[config.mk]
export PLATFORM = sky130hd
export DESIGN_NAME = bitcnt_unit
export DESIGN_NICKNAME = d
export VERILOG_FILES = /design/src/rtl/bitcnt_pkg.sv /design/src/rtl/bitcnt_operand_prep.sv /design/src/rtl/bitcnt_plc8.sv /design/src/rtl/bitcnt_pop_tree.sv /design/src/rtl/bitcnt_unit.sv
export SDC_FILE = /design/constraint.sdc
export NUM_CORES = 1
export LEC_CHECK = 0
export BUFFER_PORTS_ARGS = -buffer_cell sky130_fd_sc_hd__buf_2
export CAP_MARGIN = 40
export CORE_MARGIN = 5
export CORE_UTILIZATION = 50
export CTS_CLUSTER_SIZE = 40
export DETAILED_ROUTE_END_ITERATION = 7
export HOLD_SLACK_MARGIN = 0.05
export PLACE_DENSITY = 0.73
export SYNTH_ARGS = -nofsm -noshare
export SYNTH_HDL_FRONTEND = slang
export SYNTH_SLANG_ARGS = --single-unit
[constraint.sdc]
create_clock -name clk -period 6.35 [get_ports clk]
set_clock_uncertainty 0.15 [all_clocks]
set_input_delay 0.3175 -clock clk [delete_from_list [all_inputs] [get_ports clk]]
set_output_delay 0.3175 -clock clk [all_outputs]
set_load 0.01 [all_outputs]
[src/rtl/bitcnt_pkg.sv]
/* Bit-count unit shared types */

package bitcnt_pkg;

    // Width of the tag, one value per reorder slot of the enclosing core
    localparam int TAG_W = 5;

    // Zbb counting operations
    // Bit 2 marks the 32-bit word forms
    typedef enum logic [2:0] {
        CPOP  = 3'b000,
        CLZ   = 3'b001,
        CTZ   = 3'b010,
        CPOPW = 3'b100,
        CLZW  = 3'b101,
        CTZW  = 3'b110
    } bitcnt_op_e;

    // Control that travels alongside the data through both stages
    typedef struct packed {
        bitcnt_op_e       op;
        logic [TAG_W-1:0] tag;
    } bitcnt_ctrl_t;

    // True for the forms that only look at bits 31 to 0
    function automatic logic is_word_op(input bitcnt_op_e op);
        logic w;
        case (op)
            CPOPW, CLZW, CTZW: w = 1'b1;
            default: w = 1'b0;
        endcase
        return w;
    endfunction

    // Bits needed to hold a count from 0 up to xlen inclusive
    function automatic int cnt_w(input int xlen);
        int w;
        w = $clog2(xlen) + 1;
        return w;
    endfunction

endpackage

[src/rtl/bitcnt_operand_prep.sv]
/* Operand preparation stage */

`timescale 1ns/1ps

module bitcnt_operand_prep
    import bitcnt_pkg::*;
#(
    parameter int XLEN = 64
) (
    input  logic             clk,
    input  logic             rst_n,
    input  logic             in_valid,
    input  bitcnt_ctrl_t     in_ctrl,
    input  logic [XLEN-1:0]  in_operand,
    output logic             prep_valid,
    output logic [TAG_W-1:0] prep_tag,
    output logic [XLEN-1:0]  prep_vec
);

    logic            word_op;
    logic            clz_op;
    logic            zero_op;
    logic [XLEN-1:0] win_mask;
    logic [XLEN-1:0] windowed;
    logic [XLEN-1:0] rev_full;
    logic [XLEN-1:0] rev_word;
    logic [XLEN-1:0] cnt_src;
    logic [XLEN-1:0] zero_mask;
    logic [XLEN-1:0] vec_next;

    // Decode the opcode into the three choices the datapath needs
    assign word_op = is_word_op(in_ctrl.op);
    assign clz_op  = (in_ctrl.op == CLZ) || (in_ctrl.op == CLZW);
    assign zero_op = !((in_ctrl.op == CPOP) || (in_ctrl.op == CPOPW));

    // Active window is the low word for W forms, the full register otherwise.
    // With XLEN of 32 both windows are the same
    assign win_mask = word_op ? XLEN'(32'hFFFF_FFFF) : '1;
    assign windowed = in_operand & win_mask;

    // Leading zeros become trailing zeros once the window is mirrored
    always_comb begin
        rev_full = '0;
        rev_word = '0;
        for (int i = 0; i < XLEN; i++) begin
            rev_full[i] = windowed[XLEN-1-i];
        end
        for (int i = 0; i < 32; i++) begin
            rev_word[i] = windowed[31-i];
        end
    end

    assign cnt_src = clz_op ? (word_op ? rev_word : rev_full) : windowed;

    // Ones only where cnt_src has zeros below its lowest set bit.
    // A zero source gives all ones, trimmed back to the active window
    assign zero_mask = ~cnt_src & (cnt_src - 1'b1) & win_mask;

    assign vec_next = zero_op ? zero_mask : windowed;

    always_ff @(posedge clk) begin
        if (!rst_n) begin
            prep_valid <= 1'b0;
        end else begin
            prep_valid <= in_valid;
        end
    end

    // Payload only moves when there is something to carry
    always_ff @(posedge clk) begin
        if (in_valid) begin
            prep_tag <= in_ctrl.tag;
            prep_vec <= vec_next;
        end
    end

endmodule

[src/rtl/bitcnt_plc8.sv]
/* Byte population count */

`timescale 1ns/1ps

module bitcnt_plc8 (
    input  wire logic [7:0] a,
    output logic      [3:0] b
);

    // Builds all 256 byte counts, 4 bits per entry, entry i at bits 4*i+3 to 4*i
    function automatic logic [1023:0] build_lut();
        logic [1023:0] t;
        logic [3:0]    c;
        logic [7:0]    v;
        t = '0;
        for (int i = 0; i < 256; i++) begin
            v = 8'(i);
            c = '0;
            for (int k = 0; k < 8; k++) begin
                c = c + {3'b000, v[k]};
            end
            t[i*4 +: 4] = c;
        end
        return t;
    endfunction

    // Table is a constant, so it folds into plain logic in synthesis
    localparam logic [1023:0] CPOP_LUT = build_lut();

    assign b = CPOP_LUT[{a, 2'b00} +: 4];

endmodule

[src/rtl/bitcnt_pop_tree.sv]
/* Population count adder tree stage */

`timescale 1ns/1ps

module bitcnt_pop_tree
    import bitcnt_pkg::*;
#(
    parameter int XLEN = 64
) (
    input  logic             clk,
    input  logic             rst_n,
    input  logic             prep_valid,
    input  logic [TAG_W-1:0] prep_tag,
    input  logic [XLEN-1:0]  prep_vec,
    output logic             out_valid,
    output logic [TAG_W-1:0] out_tag,
    output logic [XLEN-1:0]  out_result
);

    localparam int NB    = XLEN / 8;
    localparam int LVLS  = $clog2(NB);
    localparam int CNT_W = cnt_w(XLEN);

    logic [CNT_W-1:0] total;

    // Level l holds NB >> l partial sums, each 4 + l bits wide.
    // Level 0 is the per-byte lookup, the last level is a single sum
    for (genvar l = 0; l <= LVLS; l++) begin : lvl
        logic [4+l-1:0] sum [NB >> l];

        if (l == 0) begin : leaf
            for (genvar j = 0; j < NB; j++) begin : byte_cnt
                bitcnt_plc8 plc8_inst (
                    .a (prep_vec[j*8 +: 8]),
                    .b (sum[j])
                );
            end
        end else begin : node
            for (genvar j = 0; j < (NB >> l); j++) begin : add
                // Result is one bit wider than the operands, so the carry is kept
                assign sum[j] = lvl[l-1].sum[2*j] + lvl[l-1].sum[2*j+1];
            end
        end
    end

    // Root width is 4 + log2(NB), which equals CNT_W for XLEN of 32 or 64
    assign total = lvl[LVLS].sum[0];

    always_ff @(posedge clk) begin
        if (!rst_n) begin
            out_valid <= 1'b0;
        end else begin
            out_valid <= prep_valid;
        end
    end

    always_ff @(posedge clk) begin
        if (prep_valid) begin
            out_tag    <= prep_tag;
            out_result <= XLEN'(total);
        end
    end

endmodule

[src/rtl/bitcnt_unit.sv]
/* Zbb bit-count execution unit */

`timescale 1ns/1ps

module bitcnt_unit
    import bitcnt_pkg::*;
#(
    parameter int XLEN = 64
) (
    input  logic             clk,
    input  logic             rst_n,
    input  logic             in_valid,
    input  bitcnt_ctrl_t     in_ctrl,
    input  logic [XLEN-1:0]  in_operand,
    output logic             out_valid,
    output logic [TAG_W-1:0] out_tag,
    output logic [XLEN-1:0]  out_result
);

    // Stage boundary between operand preparation and counting
    logic             prep_valid;
    logic [TAG_W-1:0] prep_tag;
    logic [XLEN-1:0]  prep_vec;

    // First cycle reduces every operation to a population count
    bitcnt_operand_prep #(
        .XLEN (XLEN)
    ) bitcnt_operand_prep_inst (
        .clk        (clk),
        .rst_n      (rst_n),
        .in_valid   (in_valid),
        .in_ctrl    (in_ctrl),
        .in_operand (in_operand),
        .prep_valid (prep_valid),
        .prep_tag   (prep_tag),
        .prep_vec   (prep_vec)
    );

    // Second cycle counts the prepared vector
    bitcnt_pop_tree #(
        .XLEN (XLEN)
    ) bitcnt_pop_tree_inst (
        .clk        (clk),
        .rst_n      (rst_n),
        .prep_valid (prep_valid),
        .prep_tag   (prep_tag),
        .prep_vec   (prep_vec),
        .out_valid  (out_valid),
        .out_tag    (out_tag),
        .out_result (out_result)
    );

endmodule
==> metrics.txt <==
outcome=finished clean; GPL Wtd Cong=0.937; post-synthesis mux area share=between 10% and 20%; CP required=roughly 6300 ps; ys flop type=edfxtp_1; RSZ-0062 raised after global routing=false; most frequent cell after synthesis=nand2_1; Slew headroom=46.0%; final wirelength=approximately 27 mm; crit path DAT=roughly 5300 ps; Yosys top cell by area=edfxtp_1; Pint=1.80 mW; cts bufs inserted=9; post-CTS setup buffers=0; DR WL/cell=~18 um; Clock Pin Slew Worst Setup and Hold Paths=60 ps; full die area=between 0.02 and 0.025 mm^2; Comb pwr share=52.2%; IO Port Bufs=just under 90; row cnt=52; Ports=roughly 150; pwr/cell area=around 270 mW/mm^2; Worst Setup Start Kind=flop; RR Startpoint=bitcnt_operand_prep_inst.prep_vec[48]$_DFFE_PP_; largest net degree at the start of global routing=71; first-pass GRT wire length=between 40 and 50 mm; max-cap viol count=0; Mapped Area=around 0.010 mm^2; fin area=0.0109 mm^2; P&R area growth vs syn=6.85%; synth warn=0; Vias/cell=6.05; Worst R2R End=bitcnt_pop_tree_inst.out_result[6]$_DFFE_PP_; simple-gate share of the synthesized area=about a fifth; Via Count=between 9000 and 10000; fin crit share=between 80 and 90%; Ant. Diodes=0; Tot Pwr=~3 mW; Final Hold Viols=0; nets=around 1400; Post-synth EDFFs=a little over 80; DRC=0; Peak Freq=between 150 and 200 MHz; Post-Synthesis Cells=1222; vias in the first global route=between 8000 and 9000; DPL Wire Length=21.0 mm; Hold Path Sink=bitcnt_operand_prep_inst.prep_vec[19]$_DFFE_PP_; setup violators final=0; xor/xnor share of the synthesized area=approximately 4.5%; post-CTS resize count=0; worst hold path startpoint=in_operand[19]; Clk pwr share=a little under a fifth; VDD IR max=between 300 and 400 uV; WS Path Type=flop to flop; fraction of layout cells with a size suffix above 1=roughly 13%; Cell variety after synth=slightly above 80; DR pass1 iterations=5; Leak=4.43 nW; setup_tns=0 ps; DRT antenna net count=0; Total GRT Usage=a little under a quarter; CP Max Fanout=6; sequential share of the synthesized area=about 24%; TritonCTS clock tree=built; Max clock buf depth=2; Switching Fraction=about two fifths; Clock Tree Root=clkbuf_16; Starting Density=50.6%; P_sw=about 1.1 mW; insertion delay of the later-clocked pin in the worst-skew pair=350 ps; sequential power share=between 20 and 30%; internal reg-to-reg setup slack=between 900 and 1000 ps; Setup crit end kind=flop; CTS sink cnt=83; hold_buf cts=6; Synth area leaders=edfxtp_1 24%, mux2i_1 7.6%, ha_1 4.5%, fa_1 4.5%, buf_4 4.2%; largest family of logic cells by synthesized area=compound AO/OA/AOI/OAI gates; Post-synth top cells=111 x nand2_1, 82 x nor2_1, 81 x edfxtp_1; gr ovfl total=0; Final Critical Period=5350 ps; core area=0.0202 mm^2; die height=around 150 um; Hold Crit Depth=3; initial antenna violation count=0; Slew @ Worst Pin=between 800 and 900 ps; top cell type's share of synthesized area=about a quarter; CTS HTree Levels=3; post-synthesis adder-cell area fraction=a little under a tenth; synthesized flop and latch total=a little over 80; Async SR Flop Fraction=0%; worst hold path type=input port to flop; DR iter-0 viols=between 900 and 1000; die span in x=~150 um; max-slew violations=0; complex-gate fraction of the synthesized area=around 23%; Worst Reg-to-Reg Cells=20; syn_area_per_cell=8.36 um^2; dpl cell area=between 0.01 and 0.015 mm^2
## layout make-up
type	count	area [um^2]
fillers	1876	9260
multi-input cells	986	6940
flip-flops and latches	83	2470
repair buffers	106	609
well taps	270	338
inverters	62	233
clock buffers	10	229
clock inverters	6	87.6
## metal layers
metal | GRT usage (%) | vias up | routed length, um
met5 | 0 | - | 0
met4 | 8.61 | 0 | 1010
met3 | 4.04 | 74 | 2180
met2 | 36.2 | 423 | 12300
met1 | 31.5 | 4298 | 11800
li1 | - | 4421 | -
## metrics by stage
stage / hold WS, ps / std cells / utilization, % / setup WS (ps)
2_1_floorplan: 250 / 1278 / - / 1370
3_3_place_gp: 251 / 1499 / 52.1 / 1050
3_5_place_dp: 256 / 1501 / 52.2 / 921
4_1_cts: 124 / 1523 / 54.1 / 925
5_1_grt: 144 / 1523 / 54.1 / 586
6_report: 147 / 1523 / 54.1 / 999
## state kept, by name, summed over array words and instances, names as in the netlist
name,count
bitcnt_operand_prep_inst.prep_vec,64
bitcnt_operand_prep_inst.prep_tag,5
bitcnt_pop_tree_inst.out_valid,1
bitcnt_operand_prep_inst.prep_valid,1
bitcnt_pop_tree_inst.out_result,7
bitcnt_pop_tree_inst.out_tag,5
## how the worst max path moves through the flow
stage | start | slack, ps | cells past startpoint | endpoint
detailed placement | bitcnt_operand_prep_inst.prep_vec[48]$_DFFE_PP_ | 920 | 20 | bitcnt_pop_tree_inst.out_result[6]$_DFFE_PP_
CTS | bitcnt_operand_prep_inst.prep_vec[48]$_DFFE_PP_ | 920 | 20 | bitcnt_pop_tree_inst.out_result[6]$_DFFE_PP_
global placement | bitcnt_operand_prep_inst.prep_vec[48]$_DFFE_PP_ | 1050 | 20 | bitcnt_pop_tree_inst.out_result[6]$_DFFE_PP_
floorplan | bitcnt_operand_prep_inst.prep_vec[32]$_DFFE_PP_ | 1370 | 16 | bitcnt_pop_tree_inst.out_result[4]$_DFFE_PP_
global route | bitcnt_operand_prep_inst.prep_vec[49]$_DFFE_PP_ | 590 | 20 | bitcnt_pop_tree_inst.out_result[6]$_DFFE_PP_
finish | bitcnt_operand_prep_inst.prep_vec[48]$_DFFE_PP_ | 1000 | 20 | bitcnt_pop_tree_inst.out_result[6]$_DFFE_PP_
## logic make-up after synthesis
family	Yosys count
AND/OR/NAND/NOR	374
adder cells (fa/ha/maj)	62
buffers and inverters	209
XOR/XNOR	52
flip-flops	83
multiplexers	106
AO/OA/AOI/OAI	335
other	1
## worst max-delay path: stages, from the launching register on
cell	delay [ps]
edfxtp_1	410
inv_1	100
ha_1	250
nor2b_1	210
nor2b_1	210
inv_1	60
o221ai_1	170
o211ai_1	110
o211a_1	150
o21ai_0	370
fa_1	520
fa_1	520
fa_1	510
fa_1	550
inv_1	40
ha_1	210
inv_1	80
fa_1	200
nor2b_1	60
o21ai_0	140
nand2b_1	70
## power by group through the flow
stage               Combinational [mW]  Clock [mW]  Sequential, mW
detailed placement                1.56           0           0.858
global route                      1.78       0.594           0.859
global placement                  1.48           0           0.854
finish                            1.54       0.561           0.847
floorplan                         1.22           0           0.804
CTS                               1.57       0.569           0.846
## placed cells by master (no fill, tap or decap), types with 28 or more instances in the layout
cell	count
nand2_1	111
buf_2	87
nor2_1	81
edfxtp_1	81
mux2i_1	78
a21oi_1	65
inv_1	62
o21ai_0	62
conb_1	57
xnor2_1	46
ha_1	37
nand2b_1	29
mux2_2	28
No activity file was read; power rests on OpenSTA's default activity.
